### config.mk
export PLATFORM = sky130hd
export DESIGN_NAME = id_stage_top
export DESIGN_NICKNAME = d
export VERILOG_FILES = /design/src/logic/isa_pkg.sv /design/src/logic/decode_pkg.sv /design/src/logic/decode_if.sv /design/src/logic/inst_classifier.sv /design/src/logic/imm_gen.sv /design/src/logic/operand_mux.sv /design/src/logic/id_ex_reg.sv /design/src/logic/id_stage_top.sv
export VERILOG_INCLUDE_DIRS = /design/src /design/src/logic
export SDC_FILE = /design/constraint.sdc
export NUM_CORES = 1
export LEC_CHECK = 0
export BUFFER_PORTS_ARGS = -buffer_cell sky130_fd_sc_hd__buf_4
export CAP_MARGIN = 20
export CELL_PAD_IN_SITES_DETAIL_PLACEMENT = 1
export CELL_PAD_IN_SITES_GLOBAL_PLACEMENT = 2
export CORE_ASPECT_RATIO = 0.7
export CORE_UTILIZATION = 30
export CTS_BUF_LIST = sky130_fd_sc_hd__clkbuf_8
export CTS_CLUSTER_DIAMETER = 200
export CTS_CLUSTER_SIZE = 40
export DETAILED_ROUTE_END_ITERATION = 6
export HOLD_SLACK_MARGIN = 0.05
export PLACE_DENSITY = 0.86
export SLEW_MARGIN = 15
export SYNTH_ARGS = -nofsm -noshare
export SYNTH_HDL_FRONTEND = slang
export SYNTH_SLANG_ARGS = --single-unit
### constraint.sdc
create_clock -name clock -period 12.5 [get_ports clock]
set_clock_uncertainty 0.05 [all_clocks]
set_input_delay 0.625 -clock clock [delete_from_list [all_inputs] [get_ports clock]]
set_output_delay 0.625 -clock clock [all_outputs]
set_load 0.01 [all_outputs]
### src/logic/rv_defs.svh
/* rv64i decode widths */
`ifndef RV_DEFS_SVH
`define RV_DEFS_SVH

// data path width
`define XLEN 64

// instruction word width
`define ILEN 32

// register file index
`define RIDX_W 5

// micro-operation code width
`define UOP_W 8

// return address step after jal and jalr
`define LINK_OFS 4

`endif

### src/logic/isa_pkg.sv
/* rv64i instruction formats */
`include "rv_defs.svh"

package isa_pkg;

  // major opcodes of the kept instruction set
  typedef enum logic [6:0] {
    opc_load      = 7'b0000011,
    opc_op_imm    = 7'b0010011,
    opc_auipc     = 7'b0010111,
    opc_op_imm_32 = 7'b0011011,
    opc_store     = 7'b0100011,
    opc_op        = 7'b0110011,
    opc_lui       = 7'b0110111,
    opc_op_32     = 7'b0111011,
    opc_branch    = 7'b1100011,
    opc_jalr      = 7'b1100111,
    opc_jal       = 7'b1101111
  } opcode_e;

  typedef struct packed {
    logic [6:0]         funct7;
    logic [`RIDX_W-1:0] rs2;
    logic [`RIDX_W-1:0] rs1;
    logic [2:0]         funct3;
    logic [`RIDX_W-1:0] rd;
    opcode_e            opcode;
  } r_fmt_t;

  // shift-immediates keep funct6 and shamt inside imm
  typedef struct packed {
    logic [11:0]        imm;
    logic [`RIDX_W-1:0] rs1;
    logic [2:0]         funct3;
    logic [`RIDX_W-1:0] rd;
    opcode_e            opcode;
  } i_fmt_t;

  typedef struct packed {
    logic [6:0]         imm_hi;
    logic [`RIDX_W-1:0] rs2;
    logic [`RIDX_W-1:0] rs1;
    logic [2:0]         funct3;
    logic [4:0]         imm_lo;
    opcode_e            opcode;
  } s_fmt_t;

  typedef struct packed {
    logic               imm12;
    logic [5:0]         imm10_5;
    logic [`RIDX_W-1:0] rs2;
    logic [`RIDX_W-1:0] rs1;
    logic [2:0]         funct3;
    logic [3:0]         imm4_1;
    logic               imm11;
    opcode_e            opcode;
  } b_fmt_t;

  typedef struct packed {
    logic [19:0]        imm;
    logic [`RIDX_W-1:0] rd;
    opcode_e            opcode;
  } u_fmt_t;

  typedef struct packed {
    logic               imm20;
    logic [9:0]         imm10_1;
    logic               imm11;
    logic [7:0]         imm19_12;
    logic [`RIDX_W-1:0] rd;
    opcode_e            opcode;
  } j_fmt_t;

  typedef union packed {
    r_fmt_t r;
    i_fmt_t i;
    s_fmt_t s;
    b_fmt_t b;
    u_fmt_t u;
    j_fmt_t j;
  } inst_u;

endpackage

### src/logic/decode_pkg.sv
/* decode results */
`include "rv_defs.svh"

package decode_pkg;

  // numbered in order from zero
  typedef enum logic [`UOP_W-1:0] {
    uop_none,
    uop_lui,
    uop_auipc,
    uop_jal,
    uop_jalr,
    uop_beq,
    uop_bne,
    uop_blt,
    uop_bge,
    uop_bltu,
    uop_bgeu,
    uop_lb,
    uop_lh,
    uop_lw,
    uop_ld,
    uop_lbu,
    uop_lhu,
    uop_lwu,
    uop_sb,
    uop_sh,
    uop_sw,
    uop_sd,
    uop_addi, uop_slti, uop_sltiu, uop_xori, uop_ori, uop_andi,
    uop_slli, uop_srli, uop_srai,
    uop_add, uop_sub, uop_sll, uop_slt, uop_sltu,
    uop_xor, uop_srl, uop_sra, uop_or, uop_and,
    uop_addiw, uop_slliw, uop_srliw, uop_sraiw,
    uop_addw, uop_subw, uop_sllw, uop_srlw, uop_sraw
  } uop_e;

  typedef enum logic [2:0] {
    fmt_none,
    fmt_r,
    fmt_i,
    fmt_s,
    fmt_b,
    fmt_u,
    fmt_j
  } fmt_e;

  // one instruction handed to execute
  typedef struct packed {
    logic               valid;
    uop_e               uop;
    logic               rs1_ren;
    logic [`RIDX_W-1:0] rs1;
    logic               rs2_ren;
    logic [`RIDX_W-1:0] rs2;
    logic               rd_wen;
    logic [`RIDX_W-1:0] rd;
    logic [`XLEN-1:0]   op1;
    logic [`XLEN-1:0]   op2;
    logic [`XLEN-1:0]   op3;
  } id_out_t;

endpackage

### src/logic/decode_if.sv
/* classifier decisions */
interface decode_if;

  decode_pkg::fmt_e fmt;
  decode_pkg::uop_e uop;
  logic             is_shamt;
  logic             is_word;
  logic             rs1_ren;
  logic             rs2_ren;
  logic             rd_wen;

  modport cls (
    output fmt,
    output uop,
    output is_shamt,
    output is_word,
    output rs1_ren,
    output rs2_ren,
    output rd_wen
  );

  modport dp (
    input fmt,
    input uop,
    input is_shamt,
    input is_word,
    input rs1_ren,
    input rs2_ren,
    input rd_wen
  );

endinterface

### src/logic/inst_classifier.sv
/* instruction classifier */
module inst_classifier (
  input  isa_pkg::inst_u i_inst,
  decode_if.cls          dec
);

  decode_pkg::uop_e uop;
  decode_pkg::fmt_e fmt_sel;
  logic             shamt_sel;
  logic             word_sel;
  logic             known;
  logic [2:0]       funct3;
  logic             alt;

  assign funct3 = i_inst.r.funct3;
  // instruction bit 30 picks sub and the arithmetic shifts
  assign alt    = i_inst.r.funct7[5];

  always_comb begin
    uop       = decode_pkg::uop_none;
    fmt_sel   = decode_pkg::fmt_none;
    shamt_sel = 1'b0;
    word_sel  = 1'b0;
    case (i_inst.r.opcode)
      isa_pkg::opc_lui: begin
        uop     = decode_pkg::uop_lui;
        fmt_sel = decode_pkg::fmt_u;
      end
      isa_pkg::opc_auipc: begin
        uop     = decode_pkg::uop_auipc;
        fmt_sel = decode_pkg::fmt_u;
      end
      isa_pkg::opc_jal: begin
        uop     = decode_pkg::uop_jal;
        fmt_sel = decode_pkg::fmt_j;
      end
      isa_pkg::opc_jalr: begin
        fmt_sel = decode_pkg::fmt_i;
        if (funct3 == 3'd0) begin
          uop = decode_pkg::uop_jalr;
        end
      end
      isa_pkg::opc_branch: begin
        fmt_sel = decode_pkg::fmt_b;
        case (funct3)
          3'd0:    uop = decode_pkg::uop_beq;
          3'd1:    uop = decode_pkg::uop_bne;
          3'd4:    uop = decode_pkg::uop_blt;
          3'd5:    uop = decode_pkg::uop_bge;
          3'd6:    uop = decode_pkg::uop_bltu;
          3'd7:    uop = decode_pkg::uop_bgeu;
          default: uop = decode_pkg::uop_none;
        endcase
      end
      isa_pkg::opc_load: begin
        fmt_sel = decode_pkg::fmt_i;
        case (funct3)
          3'd0:    uop = decode_pkg::uop_lb;
          3'd1:    uop = decode_pkg::uop_lh;
          3'd2:    uop = decode_pkg::uop_lw;
          3'd3:    uop = decode_pkg::uop_ld;
          3'd4:    uop = decode_pkg::uop_lbu;
          3'd5:    uop = decode_pkg::uop_lhu;
          3'd6:    uop = decode_pkg::uop_lwu;
          default: uop = decode_pkg::uop_none;
        endcase
      end
      isa_pkg::opc_store: begin
        fmt_sel = decode_pkg::fmt_s;
        case (funct3)
          3'd0:    uop = decode_pkg::uop_sb;
          3'd1:    uop = decode_pkg::uop_sh;
          3'd2:    uop = decode_pkg::uop_sw;
          3'd3:    uop = decode_pkg::uop_sd;
          default: uop = decode_pkg::uop_none;
        endcase
      end
      isa_pkg::opc_op_imm: begin
        fmt_sel   = decode_pkg::fmt_i;
        shamt_sel = (funct3 == 3'd1) || (funct3 == 3'd5);
        case (funct3)
          3'd0: uop = decode_pkg::uop_addi;
          3'd1: uop = decode_pkg::uop_slli;
          3'd2: uop = decode_pkg::uop_slti;
          3'd3: uop = decode_pkg::uop_sltiu;
          3'd4: uop = decode_pkg::uop_xori;
          3'd5: begin
            if (alt) uop = decode_pkg::uop_srai;
            else     uop = decode_pkg::uop_srli;
          end
          3'd6: uop = decode_pkg::uop_ori;
          default: uop = decode_pkg::uop_andi;
        endcase
      end
      isa_pkg::opc_op_imm_32: begin
        fmt_sel   = decode_pkg::fmt_i;
        word_sel  = 1'b1;
        shamt_sel = (funct3 == 3'd1) || (funct3 == 3'd5);
        case (funct3)
          3'd0: uop = decode_pkg::uop_addiw;
          3'd1: uop = decode_pkg::uop_slliw;
          3'd5: begin
            if (alt) uop = decode_pkg::uop_sraiw;
            else     uop = decode_pkg::uop_srliw;
          end
          default: uop = decode_pkg::uop_none;
        endcase
      end
      isa_pkg::opc_op: begin
        fmt_sel = decode_pkg::fmt_r;
        case (funct3)
          3'd0: begin
            if (alt) uop = decode_pkg::uop_sub;
            else     uop = decode_pkg::uop_add;
          end
          3'd1: uop = decode_pkg::uop_sll;
          3'd2: uop = decode_pkg::uop_slt;
          3'd3: uop = decode_pkg::uop_sltu;
          3'd4: uop = decode_pkg::uop_xor;
          3'd5: begin
            if (alt) uop = decode_pkg::uop_sra;
            else     uop = decode_pkg::uop_srl;
          end
          3'd6: uop = decode_pkg::uop_or;
          default: uop = decode_pkg::uop_and;
        endcase
      end
      isa_pkg::opc_op_32: begin
        fmt_sel  = decode_pkg::fmt_r;
        word_sel = 1'b1;
        case (funct3)
          3'd0: begin
            if (alt) uop = decode_pkg::uop_subw;
            else     uop = decode_pkg::uop_addw;
          end
          3'd1: uop = decode_pkg::uop_sllw;
          3'd5: begin
            if (alt) uop = decode_pkg::uop_sraw;
            else     uop = decode_pkg::uop_srlw;
          end
          default: uop = decode_pkg::uop_none;
        endcase
      end
      default: ;
    endcase
  end

  // unsupported words carry no class and no flags
  assign known = (uop != decode_pkg::uop_none);

  always_comb begin
    dec.uop      = uop;
    dec.fmt      = decode_pkg::fmt_none;
    dec.is_shamt = 1'b0;
    dec.is_word  = 1'b0;
    if (known) begin
      dec.fmt      = fmt_sel;
      dec.is_shamt = shamt_sel;
      dec.is_word  = word_sel;
    end
  end

  assign dec.rs1_ren = known && (fmt_sel inside {decode_pkg::fmt_r, decode_pkg::fmt_i,
                                                 decode_pkg::fmt_s, decode_pkg::fmt_b});
  assign dec.rs2_ren = known && (fmt_sel inside {decode_pkg::fmt_r, decode_pkg::fmt_s,
                                                 decode_pkg::fmt_b});
  assign dec.rd_wen  = known && (fmt_sel inside {decode_pkg::fmt_r, decode_pkg::fmt_i,
                                                 decode_pkg::fmt_u, decode_pkg::fmt_j});

endmodule

### src/logic/imm_gen.sv
/* immediate generator */
`include "rv_defs.svh"

module imm_gen (
  input  isa_pkg::inst_u   i_inst,
  decode_if.dp             dec,
  output logic [`XLEN-1:0] o_imm
);

  always_comb begin
    o_imm = '0;
    case (dec.fmt)
      decode_pkg::fmt_i: begin
        if (dec.is_shamt && dec.is_word) begin
          o_imm = {{(`XLEN-5){1'b0}}, i_inst.i.imm[4:0]};
        end else if (dec.is_shamt) begin
          o_imm = {{(`XLEN-6){1'b0}}, i_inst.i.imm[5:0]};
        end else begin
          o_imm = {{(`XLEN-12){i_inst.i.imm[11]}}, i_inst.i.imm};
        end
      end
      decode_pkg::fmt_s: begin
        o_imm = {{(`XLEN-12){i_inst.s.imm_hi[6]}}, i_inst.s.imm_hi, i_inst.s.imm_lo};
      end
      decode_pkg::fmt_b: begin
        o_imm = {{(`XLEN-12){i_inst.b.imm12}}, i_inst.b.imm11, i_inst.b.imm10_5,
                 i_inst.b.imm4_1, 1'b0};
      end
      decode_pkg::fmt_u: begin
        o_imm = {{(`XLEN-32){i_inst.u.imm[19]}}, i_inst.u.imm, 12'b0};
      end
      decode_pkg::fmt_j: begin
        o_imm = {{(`XLEN-20){i_inst.j.imm20}}, i_inst.j.imm19_12, i_inst.j.imm11,
                 i_inst.j.imm10_1, 1'b0};
      end
      // r format has no immediate
      default: o_imm = '0;
    endcase
  end

endmodule

### src/logic/operand_mux.sv
/* operand select */
`include "rv_defs.svh"

module operand_mux (
  input  isa_pkg::inst_u      i_inst,
  input  logic                i_valid,
  input  logic [`XLEN-1:0]    i_pc,
  input  logic [`XLEN-1:0]    i_rs1_data,
  input  logic [`XLEN-1:0]    i_rs2_data,
  input  logic [`XLEN-1:0]    i_imm,
  decode_if.dp                dec,
  output decode_pkg::id_out_t o_bundle
);

  logic [`XLEN-1:0] target;
  logic [`XLEN-1:0] link;
  logic             is_load;

  // one adder serves branch and jal targets
  assign target  = i_pc + i_imm;
  assign link    = i_pc + `XLEN'(`LINK_OFS);
  assign is_load = (i_inst.i.opcode == isa_pkg::opc_load);

  always_comb begin
    o_bundle = '0;
    if (i_valid) begin
      o_bundle.valid   = 1'b1;
      o_bundle.uop     = dec.uop;
      o_bundle.rs1_ren = dec.rs1_ren;
      o_bundle.rs2_ren = dec.rs2_ren;
      o_bundle.rd_wen  = dec.rd_wen;
      o_bundle.rs1     = dec.rs1_ren ? i_inst.r.rs1 : '0;
      o_bundle.rs2     = dec.rs2_ren ? i_inst.r.rs2 : '0;
      o_bundle.rd      = dec.rd_wen ? i_inst.r.rd : '0;
      case (dec.fmt)
        decode_pkg::fmt_r: begin
          o_bundle.op1 = i_rs1_data;
          o_bundle.op2 = i_rs2_data;
        end
        decode_pkg::fmt_i: begin
          o_bundle.op1 = i_rs1_data;
          o_bundle.op2 = i_imm;
          if (is_load) begin
            o_bundle.op3 = i_imm;
          end else if (dec.uop == decode_pkg::uop_jalr) begin
            o_bundle.op3 = link;
          end
        end
        decode_pkg::fmt_s: begin
          o_bundle.op1 = i_rs1_data;
          o_bundle.op2 = i_rs2_data;
          o_bundle.op3 = i_imm;
        end
        decode_pkg::fmt_b: begin
          o_bundle.op1 = i_rs1_data;
          o_bundle.op2 = i_rs2_data;
          o_bundle.op3 = target;
        end
        decode_pkg::fmt_u: begin
          o_bundle.op1 = i_imm;
          o_bundle.op2 = i_pc;
        end
        decode_pkg::fmt_j: begin
          o_bundle.op1 = i_pc;
          o_bundle.op2 = `XLEN'(`LINK_OFS);
          o_bundle.op3 = target;
        end
        default: ;
      endcase
    end
  end

endmodule

### src/logic/id_ex_reg.sv
/* id to ex register */
module id_ex_reg (
  input  logic                clock,
  input  logic                rst,
  input  decode_pkg::id_out_t i_bundle,
  output decode_pkg::id_out_t o_bundle
);

  decode_pkg::id_out_t stage_q;

  // bubbles arrive already zeroed, so the stage just samples
  always_ff @(posedge clock) begin
    if (rst) begin
      stage_q <= '0;
    end else begin
      stage_q <= i_bundle;
    end
  end

  assign o_bundle = stage_q;

endmodule

### src/logic/id_stage_top.sv
/* rv64i decode stage */
`include "rv_defs.svh"

module id_stage_top (
  input  logic                clock,
  input  logic                rst,
  input  logic                i_valid,
  input  logic [`ILEN-1:0]    i_inst,
  input  logic [`XLEN-1:0]    i_pc,
  input  logic [`XLEN-1:0]    i_rs1_data,
  input  logic [`XLEN-1:0]    i_rs2_data,
  output logic                o_valid,
  output logic [`UOP_W-1:0]   o_uop,
  output logic                o_rs1_ren,
  output logic [`RIDX_W-1:0]  o_rs1,
  output logic                o_rs2_ren,
  output logic [`RIDX_W-1:0]  o_rs2,
  output logic                o_rd_wen,
  output logic [`RIDX_W-1:0]  o_rd,
  output logic [`XLEN-1:0]    o_op1,
  output logic [`XLEN-1:0]    o_op2,
  output logic [`XLEN-1:0]    o_op3
);

  isa_pkg::inst_u      inst;
  logic [`XLEN-1:0]    imm;
  decode_pkg::id_out_t id_bundle;
  decode_pkg::id_out_t ex_bundle;

  decode_if dec_if ();

  assign inst = i_inst;

  inst_classifier u_classifier (
    .i_inst (inst),
    .dec    (dec_if.cls)
  );

  imm_gen u_imm_gen (
    .i_inst (inst),
    .dec    (dec_if.dp),
    .o_imm  (imm)
  );

  operand_mux u_operand_mux (
    .i_inst     (inst),
    .i_valid    (i_valid),
    .i_pc       (i_pc),
    .i_rs1_data (i_rs1_data),
    .i_rs2_data (i_rs2_data),
    .i_imm      (imm),
    .dec        (dec_if.dp),
    .o_bundle   (id_bundle)
  );

  id_ex_reg u_id_ex_reg (
    .clock    (clock),
    .rst      (rst),
    .i_bundle (id_bundle),
    .o_bundle (ex_bundle)
  );

  assign o_valid   = ex_bundle.valid;
  assign o_uop     = ex_bundle.uop;
  assign o_rs1_ren = ex_bundle.rs1_ren;
  assign o_rs1     = ex_bundle.rs1;
  assign o_rs2_ren = ex_bundle.rs2_ren;
  assign o_rs2     = ex_bundle.rs2;
  assign o_rd_wen  = ex_bundle.rd_wen;
  assign o_rd      = ex_bundle.rd;
  assign o_op1     = ex_bundle.op1;
  assign o_op2     = ex_bundle.op2;
  assign o_op3     = ex_bundle.op3;

endmodule

# Word-level counts from Yosys, hierarchy flattened
# Cells that the tools add are included.
# totals
reg_bits	219
input_bits	227
out_inout_bits	219
elab_cells	101
# op_classes
add_sub_neg	2
eq_ne	31
n_mux	32
n_bitwise	4
reduce_logical	21
# ops
op	count
128-bit one-hot mux with 4 select lines	1
64-bit one-hot mux with 5 select lines	1
64-bit two-way mux	4
219-bit two-way mux	1
64-bit one-hot mux with 3 select lines	1
8-bit one-hot mux with 7 select lines	2
8-bit one-hot mux with 11 select lines	1
64-bit by 3-bit adder with 64-bit output (second input constant)	1
64-bit adder	1
8-bit one-hot mux with 3 select lines	2
5-bit one-hot mux with 7 select lines	1
3-bit equality test (second input constant)	10
7-bit by 6-bit equality test with 1-bit output (second input constant)	4
4-bit one-hot mux with 6 select lines	1
7-bit by 5-bit equality test with 1-bit output (second input constant)	3
7-bit equality test (second input constant)	3
5-bit one-hot mux with 4 select lines	1
3-bit by 2-bit equality test with 1-bit output (second input constant)	6
3-bit one-hot mux with 6 select lines	1
5-bit two-way mux	3
2-bit OR reduction	6
3-bit OR reduction	4
3-bit by 1-bit equality test with 1-bit output (second input constant)	3
3-bit two-way mux	3
other kinds (13)	26

# Depth between registers and ports, before layout
# Gate-level depths: netlist of the first run.
# depth
ltp_word	11
ltp_mapped	26
depth_no_buf	22

# Hierarchy
# Synthesis of the first run repeated with hierarchy kept, for this count alone.
# hier_totals
hier_cells	2226
hier_area_um2	17327.9
# by_module_without_submodules
mod	instances	cells_per_inst	area_each_um2	seq_area_each_um2
operand_mux	1	1501	9715.6	0.0
id_ex_reg	1	462	5874.4	4384.2
inst_classifier	1	150	1028.5	0.0
imm_gen	1	113	709.4	0.0

# Worst setup path after synthesis of the first run
# No wires, ideal clock.
# synth_path
kind	input port to flip-flop
start	in i_inst[4]
end	reg u_id_ex_reg.stage_q, in the netlist u_id_ex_reg.o_bundle[60]
setup_time_ps	128
arrival_time_ps	5515
t_required_ps	12322
path_slack_ps	6807
stages	22
path_buffers	3
path_cell_list	buf_2 -> and3b_1 -> buf_2 -> and3_1 -> a31o_2 -> a311oi_2 -> and4_4 -> a311oi_2 -> nand2_1 -> nand2_1 -> ha_1 -> clkbuf_1 -> nand4_1 -> nor2b_1 -> nand3_1 -> or2_2 -> o31ai_1 -> a221oi_1 -> o41ai_1 -> xor2_1 -> a221oi_1 -> nor2_1
# synth_via
elab_chain_cells	9
elab_cells_between_ends	39
cone_classes	1 x add/sub; 17 x eq/ne; 13 x mux; 8 x reduce/logical
# synth_lines
element	line_no	source
start: declaration	id_stage_top.sv:8	input logic [`ILEN-1:0] i_inst,
7-bit by 6-bit equality test with 1-bit output (tied with other cells)	inst_classifier.sv:24	case (i_inst.r.opcode)
8-bit one-hot mux with 11 select lines or 2-bit OR reduction (tied branches)	n/a	
8-bit nonzero test (tied with other cells)	inst_classifier.sv:149	assign known = (uop != decode_pkg::uop_none);
1-bit two-way mux	inst_classifier.sv:156	if (known) begin
64-bit two-way mux or 1-bit logical AND (tied branches)	imm_gen.sv:16, imm_gen.sv:14	
64-bit two-way mux	imm_gen.sv:14	if (dec.is_shamt && dec.is_word) begin
64-bit one-hot mux with 5 select lines	imm_gen.sv:12	case (dec.fmt)
64-bit adder or 64-bit two-way mux (tied branches)	operand_mux.sv:20, operand_mux.sv:43	
64-bit one-hot mux with 3 select lines (*)	operand_mux.sv:35	case (dec.fmt)
end signal: assignment	id_ex_reg.sv:16	stage_q <= i_bundle;
end: declaration	id_ex_reg.sv:9	decode_pkg::id_out_t stage_q;
# Every way passes the cells marked *; elsewhere a longest branch is shown, timed or not.
# A chain may end at the register's enable or synchronous reset.

# Worst setup path after layout of the first run
# layout_path
start	in i_inst[2]
end	reg u_id_ex_reg.stage_q, in the netlist u_id_ex_reg.o_bundle[60]
# The elaborated chain is that of the path after synthesis.

==> impl_metrics.yaml, run 1 <==
run_status:
  outcome: "finished clean"
grt:
  grt_max_degree: 77
  grt_usage_pct: 28.7
  grt_pass1_vias: 15300
  overflow: 0
  grt_pass1_wl_mm: 102
  antenna_found_initial: 3
detailed_routing:
  dr.max_layer_used: "met4"
  routedLengthMet1_mm: 34.1
  vias: 15600
  routed_wl_mm: 70.2
  ant_nets: 0
  wire_per_inst_microns: 26.3
  drt_first_pass_iters: 7
  dr_wl_met2_mm: 30.0
  first_iter_violations: 1752
  drc: 0
  vias_per_cell: 5.86
  met3_length_mm: 4.93
sta:
  fin_crit_ps: 7300
  hold_viol: 0
  fin_tns_setup_ps: 0
  fin_ws_ps: 5200
  slew_viol_final: 0
  max_slew.worst_pin.slew_ps: 992
  slew-limit-headroom_pct: 33.6
  finalSetupViolCount: 0
  rsz0062_at_grt: "no"
  fmax_mhz: 137
  period_share_pct: 58.4
floorplan:
  fp-row-count: 65
  io_pins: 446
  die-area_sq_mm: 0.0468
  die_y_microns: 181
  initial_core_util_pct: 30.5
  coreArea_sq_mm: 0.0452
  fp.dieW_microns: 258
synth:
  synth-xor-area-share_pct: 7.63
  syn_inst: 1719
  ys.flop_type: "dfxtp_1"
  yosys_warnings: 0
  synth-seq-cells: 217
  synthMuxAreaShare_pct: 0.291
  avgSynthCellArea_sq_um: 8.02
  synth-async-reset-ratio_pct: 0
  seq_area_frac_synth_pct: 31.5
  synth_top_family_by_area: "compound AO/OA/AOI/OAI gates"
  synth-compound-area-share_pct: 29.4
  netlist_area_sq_mm: 0.0138
  synthAdderAreaFrac_pct: 7.59
  ys_types: 78
  synthSimpleGateAreaFrac_pct: 18.8
  synth-edff-count: 0
final_layout:
  final_common_cell: "buf_4"
  fill_cells: 5451
  drive_above_1_share_pct: 24.4
  fin_util_pct: 39.2
  layout_common_cells: "buf_4, dfxtp_1, a21oi_1"
  final_cells: 2669
  syn_to_final_growth_pct: 28.5
  largest_register_ffs: 217
  final_nets: 2376
setup_path:
  end_kind: "flop"
  crit_fanout: 62
  worst-endpoint-arrival_ps: 7770
  crit_type: "input pin to flop"
  cp.buffers_inverters: 2
  crit_family: "simple AND/OR/NAND/NOR gates"
  slowest_stage: "a221oi_1"
  critPathRequiredTime_ps: 12970
  worstPathCellList: "buf_4 > and4bb_2 > nand2_1 > nor3_1 > nor4_1 > and4_4 > and3_1 > nand2b_1 > nor2_4 > buf_4 > or3_1 > and2_1 > ha_1 > a21oi_1 > o21ai_0 > nor2_1 > o211ai_1 > a41oi_1 > o31ai_1 > a221oi_1 > o41ai_1 > xor2_1 > a221oi_1 > nor2_1"
  startpoint_type: "input pin"
  cp.depth: 24
  slowest_delay_ps: 630
clock_tree:
  clk_transition_reported_paths_ps: 250
  post_cts_resize_count: 0
  cts_tree: "done"
  clockRootBuffer: "clkbuf_8"
  cts_buffers: 9
  htreeDepth: 1
  clockBufferDepth: 3
  cts_hold_buf: 0
  cts.sinks: 217
  post-cts-setup-buffers: 0
power_and_ir_drop:
  total_power_uw: 1270
  p_leak_uw: 0.00748
  vdd_drop_max_v: 0.0000820
  power.density_mw_per_mm2: 72.0
placement:
  port_buffers: 443
  placed_cells: 2656
  post-dp-hpwl_mm: 53.9
  gp_congestion: 0.949
  post-place-ws_ps: 4290
worst_hold_path:
  hold_path_depth: 2
  hp-class: "input pin to flop"
run:
  maxCapViolCount: 0
==> cells in the mapped netlist (all sizes together) (7+ instances only) <==
master  count  area [sq um]
dfxtp     217          4340
a21oi     210          1050
nor2      167           627
nand2     124           465
clkbuf    101           380
a22oi      92           691
ha         82          1030
o21ai      75           375
xnor2      66           578
xor2       54           473
a21o       48           360
a221oi     45           394
nand3      44           220
nand4      36           225
a222oi     35           350
and3       31           194
buf        29           163
nor3       29           160
inv        27           101
and2       26           163
o21bai     13          97.6
nand2b     12          82.6
o211ai     11          82.6
a31oi      10          62.6
o21a       10          75.1
nor2b       9          56.3
nor4        9          71.3
a211oi      8          65.1
and4        8          72.6
or3         7          43.8
==> kinds of logic after synthesis <==
| family | after synthesis |
|---|---|
| DFF | 217 |
| other | 1 |
| adders and majority gates | 83 |
| xor gates and xnor gates | 120 |
| muxes | 4 |
| and+or+nand+nor | 528 |
| buffers and inverters | 158 |
| AOI/OAI and AO/OA | 608 |
==> layer usage <==
| metal | up-vias | track usage [%] |
|---|---|---|
| li1 | 7053 | - |
| met1 | 7882 | 43.6 |
| met2 | 656 | 43.5 |
| met3 | 57 | 3.38 |
| met4 | 0 | 4.64 |
| met5 | - | 0 |
==> stage by stage <==
step,hold WS (ps),area (sq um)
final,175,17700
after detailed placement,811,17500
after floorplan,697,13800
after global routing,146,17700
after global placement,811,17500
after CTS,152,17700
==> path summary, 6_finish.rpt <==
check                       from                                   end
worst max-delay path   i_inst[2]   u_id_ex_reg.o_bundle[60]$_SDFF_PP0_
worst min-delay path  i_inst[17]  u_id_ex_reg.o_bundle[206]$_SDFF_PP0_
==> layout make-up <==
| type | instances | area, sq um | share of cell area, % |
|---|---|---|---|
| inverter | 28 | 105 | 0.594 |
| timing repair buffer | 465 | 3510 | 19.8 |
| clock inverter | 1 | 30.0 | 0.170 |
| multi-input combinational | 1345 | 8830 | 49.9 |
| antenna | 1 | 2.50 | 0.0141 |
| sequential | 217 | 4340 | 24.5 |
| clock buffer | 9 | 124 | 0.700 |
| tap | 603 | 754 | 4.26 |
==> power by group <==
group	total, uW	leakage [uW]	internal (uW)	switching [uW]
combinational	262	0.00566	101	160
sequential	695	0.00175	695	0.353
clock	317	0.0000761	71.6	246
total	1270	0.00748	868	407
Note: power is estimated with default switching activity, not from simulation.
==> run 2, diff against run 1 <==
- CORE_UTILIZATION: 30 -> 27
- PLACE_DENSITY: 0.86 -> 0.81
- clock period: 12.5 -> 6.6 ns (I/O delays scaled with it)
==> impl_metrics.yaml, run 2 (synthesized netlist as in run 1, its figures left out) <==
detailed_routing:
  vias_per_cell: 5.63
  wire_per_inst_microns: 26.6
  dr.max_layer_used: "met4"
  first_iter_violations: 1386
  dr_wl_met2_mm: 33.7
  vias: 16800
  drt_first_pass_iters: 7
  met3_length_mm: 5.93
  drc: 1
  routed_wl_mm: 79.1
  routedLengthMet1_mm: 38.0
  ant_nets: 0
sta:
  fmax_mhz: 174
  fin_ws_ps: 850
  finalSetupViolCount: 0
  period_share_pct: 87.1
  hold_viol: 0
  fin_tns_setup_ps: 0
  slew_viol_final: 0
  max_slew.worst_pin.slew_ps: 1050
  fin_crit_ps: 5750
  rsz0062_at_grt: "no"
  slew-limit-headroom_pct: 30.0
final_layout:
  postLayoutCellArea_sq_mm: 0.0202
  layout_common_cells: "buf_4, dfxtp_1, dlygate4sd3_1"
  largest_register_ffs: 217
  fill_cells: 5978
  drive_above_1_share_pct: 23.3
  final_cells: 2978
  final_common_cell: "buf_4"
  final_nets: 2623
  syn_to_final_growth_pct: 46.5
  fin_util_pct: 40.5
clock_tree:
  post-cts-setup-buffers: 0
  cts_buffers: 9
  cts.sinks: 217
  clockBufferDepth: 3
  cts_hold_buf: 212
  clockRootBuffer: "clkbuf_8"
  clk_transition_reported_paths_ps: 270
  post_cts_resize_count: 0
  htreeDepth: 1
  cts_tree: "done"
worst_hold_path:
  hp-class: "input pin to flop"
  min-delay-start: "i_pc[16]"
  min_to: "u_id_ex_reg.o_bundle[80]$_SDFF_PP0_"
  hold_path_depth: 3
placement:
  placed_cell_area_sq_mm: 0.0179
  placed_cells: 2752
  post-dp-hpwl_mm: 57.5
  post-place-ws_ps: 371
  port_buffers: 443
  gp_congestion: 0.964
grt:
  grt_usage_pct: 29.1
  grt_pass1_vias: 16900
  grt_max_degree: 89
  antenna_found_initial: 3
  grt_pass1_wl_mm: 114
  overflow: 0
setup_path:
  end_kind: "flop"
  crit_fanout: 26
  worst-endpoint-arrival_ps: 6250
  crit_type: "input pin to flop"
  startpoint_type: "input pin"
  critPathRequiredTime_ps: 7100
power_and_ir_drop:
  p_leak_uw: 0.00836
  vdd_drop_max_v: 0.000136
  power.density_mw_per_mm2: 126
run_status:
  outcome: "complete, but fails checks"
  violations: "DRC"
floorplan:
  initial_core_util_pct: 27.6
  fp.dieW_microns: 272
  io_pins: 446
  die-area_sq_mm: 0.0520
  coreArea_sq_mm: 0.0499
  die_y_microns: 191
  fp-row-count: 68
run:
  maxCapViolCount: 0
-- run 2: stage by stage --
stage          hold slack [ps]  total power (uW)
2_1_floorplan              402              1560
3_3_place_gp               509              1840
3_5_place_dp               524              1840
4_1_cts                   50.9              2530
5_1_grt                   52.8              2630
6_report                  55.6              2540
-- run 2: layout make-up --
cell class | instances | area, sq um | share of cell area (%)
Antenna cell | 1 | 2.50 | 0.0124
Clock buffer | 9 | 124 | 0.614
Clock inverter | 1 | 30.0 | 0.149
Inverter | 28 | 105 | 0.521
Multi-Input combinational cell | 1345 | 8830 | 43.8
Sequential cell | 217 | 4340 | 21.5
Tap cell | 665 | 832 | 4.12
Timing Repair Buffer | 712 | 5910 | 29.3
-- run 2: layer usage --
layer	global-route usage [%]	vias to the layer above
met5	0	-
met4	5.21	0
met3	5.33	80
met2	44.4	712
met1	42.4	8427
li1	-	7537
-- run 2: power by group --
group | total, uW | switching (uW) | internal (uW)
registers | 1320 | 0.670 | 1320
logic | 613 | 343 | 271
clock network | 606 | 470 | 135
total | 2540 | 814 | 1720
-- run 2: critical path, stage by stage --
cell and delay [ps]:
buf_4 280, nand2b_1 230, nor3_1 460, a21boi_0 300
a31oi_1 240, and4_4 280, and3_1 170, buf_4 170
nor3_2 400, nand2_1 130, nand2_1 100, ha_1 200
fa_1 230, nand3_1 180, a21oi_1 310, nor2_1 140
o211ai_1 300, a41oi_1 210, o31ai_1 360, buf_4 190
a221oi_1 120, o41ai_1 400, xor2_1 120, a221oi_1 310
nor2_1 80
-- run 2: worst max path at each step --
| stage | startpoint | end | slack (ps) | cells after the start |
|---|---|---|---|---|
| finish | i_inst[12] | u_id_ex_reg.o_bundle[60]$_SDFF_PP0_ | 850 | 25 |
| global route | i_inst[12] | u_id_ex_reg.o_bundle[60]$_SDFF_PP0_ | 520 | 25 |
| CTS | i_inst[2] | u_id_ex_reg.o_bundle[55]$_SDFF_PP0_ | 1020 | 23 |
| detailed placement | i_inst[2] | u_id_ex_reg.o_bundle[55]$_SDFF_PP0_ | 370 | 23 |
| global placement | i_inst[13] | u_id_ex_reg.o_bundle[63]$_SDFF_PP0_ | 540 | 22 |
| floorplan | i_inst[4] | u_id_ex_reg.o_bundle[60]$_SDFF_PP0_ | 1200 | 22 |
==> run 3, diff against run 2 <==
- REMOVE_ABC_BUFFERS: unset -> 1
==> impl_metrics.yaml, run 3 (synthesized netlist as in run 1, its figures left out) <==
final_layout:
  fill_cells: 6001
  final_common_cell: "buf_4"
  final_cells: 2990
  largest_register_ffs: 217
  final_nets: 2634
  syn_to_final_growth_pct: 47.3
  drive_above_1_share_pct: 22.7
  multi_input_area_sq_mm: 0.00883
  seqCellArea_sq_mm: 0.00434
  layout_common_cells: "buf_4, dlygate4sd3_1, dfxtp_1"
power_and_ir_drop:
  vdd_drop_max_v: 0.000137
  p_sw_share_pct: 31.8
  p_switching_uw: 804
  clockPowerShare_pct: 24.0
  p_seq_share_pct: 52.1
  power.density_mw_per_mm2: 125
  combPwrFrac_pct: 23.8
  power.internal_uw: 1720
  p_leak_uw: 0.00835
sta:
  slew-limit-headroom_pct: 29.6
  finalSetupViolCount: 0
  max_slew.worst_pin.slew_ps: 1050
  period_share_pct: 85.2
  hold_viol: 0
  fin_hold_ws_ps: 91.6
  rsz0062_at_grt: "no"
  fin_ws_ps: 975
  slew_viol_final: 0
  fmax_mhz: 178
  fin_crit_ps: 5620
setup_path:
  crit_fanout: 17
  end_kind: "flop"
  cpMostUsedCell: "buf_4"
  worst-endpoint-arrival_ps: 6100
  crit_family: "compound AO/OA/AOI/OAI gates"
  slowest_stage: "or3_1"
  slowest_delay_ps: 410
  crit_type: "input pin to flop"
  startpoint_type: "input pin"
  cp.buffers_inverters: 3
  critPathRequiredTime_ps: 7080
detailed_routing:
  drt_first_pass_iters: 6
  dr.max_layer_used: "met4"
  dr_wl_met2_mm: 33.4
  drc: 0
  vias_per_cell: 5.62
  first_iter_violations: 1409
  ant_nets: 0
  routed_wl_mm: 77.1
  vias: 16800
  met3_length_mm: 4.10
  routedLengthMet1_mm: 37.4
  wire_per_inst_microns: 25.8
floorplan:
  die_y_microns: 191
  fp.dieW_microns: 272
  initial_core_util_pct: 27.6
  io_pins: 446
  die-area_sq_mm: 0.0520
  fp-row-count: 68
  coreArea_sq_mm: 0.0499
placement:
  placed_cells: 2743
  gp_congestion: 0.949
  post-dp-hpwl_mm: 55.8
  port_buffers: 443
  post-place-ws_ps: 428
run_status:
  outcome: "finished clean"
clock_tree:
  post_cts_resize_count: 0
  htreeDepth: 1
  cts_tree: "done"
  cts_buffers: 9
  clk_transition_reported_paths_ps: 270
  cts.sinks: 217
  clockBufferDepth: 3
  clockRootBuffer: "clkbuf_8"
worst_hold_path:
  min-delay-start: "i_pc[21]"
  hold_path_depth: 3
  min_to: "u_id_ex_reg.o_bundle[85]$_SDFF_PP0_"
  hp-class: "input pin to flop"
grt:
  grt_usage_pct: 28.4
  antenna_found_initial: 4
  grt_pass1_vias: 17200
  grt_max_degree: 87
  grt_pass1_wl_mm: 113
  overflow: 0
run:
  maxCapViolCount: 0
[run 3: how the worst max path moves through the flow]
stage / from / endpoint / slack [ps] / depth (start not counted)
2_1_floorplan: i_inst[2] / u_id_ex_reg.o_bundle[60]$_SDFF_PP0_ / -200 / 22
3_3_place_gp: i_inst[2] / u_id_ex_reg.o_bundle[60]$_SDFF_PP0_ / 410 / 25
3_5_place_dp: i_inst[2] / u_id_ex_reg.o_bundle[60]$_SDFF_PP0_ / 430 / 25
4_1_cts: i_inst[2] / u_id_ex_reg.o_bundle[60]$_SDFF_PP0_ / 1100 / 25
5_1_grt: i_inst[2] / u_id_ex_reg.o_bundle[60]$_SDFF_PP0_ / 620 / 25
6_report: i_inst[2] / u_id_ex_reg.o_bundle[60]$_SDFF_PP0_ / 980 / 25
[run 3: final cells by class]
class / instances / share of cell area (%)
Inverter: 28 / 0.518
Timing Repair Buffer: 723 / 29.6
Antenna cell: 2 / 0.0247
Multi-Input combinational cell: 1345 / 43.5
Clock inverter: 1 / 0.148
Clock buffer: 9 / 0.610
Tap cell: 665 / 4.10
Sequential cell: 217 / 21.4
[run 3: what timing repair did]
item | in CTS | in global routing
hold endpoints to repair | 149 | 0
hold buffers | 235 | 0
buffers inserted | 0 | 0
[run 3: worst min-delay path, delay by kind of cell]
family,cells,cell delay [ps]
AO/OA/AOI/OAI,2,240
buffers and inverters,1,160
[run 3: power groups by stage]
stage | sequential [uW] | combinational [uW] | clock [uW]
after CTS | 1320 | 584 | 633
after floorplan | 1340 | 201 | 0
final | 1320 | 603 | 607
after global placement | 1340 | 484 | 0
after global routing | 1320 | 635 | 675
after detailed placement | 1340 | 488 | 0
[run 3: through the flow]
step           instance area [sq um]  TNS, ps  util [%]  power, uW
5_1_grt                        20300        0      40.7       2630
3_3_place_gp                   17800        0      35.7       1830
4_1_cts                        20300        0      40.7       2530
6_report                       20300        0      40.7       2530
2_1_floorplan                  13200     -327         -       1540
3_5_place_dp                   17800        0      35.7       1830
[run 3: per-layer routing]
layer  GRT usage, %  vias to the layer above
li1               -                     7580
met1           41.6                     8435
met2           43.5                      657
met3           3.12                      120
met4           7.82                        0
met5              0                        -
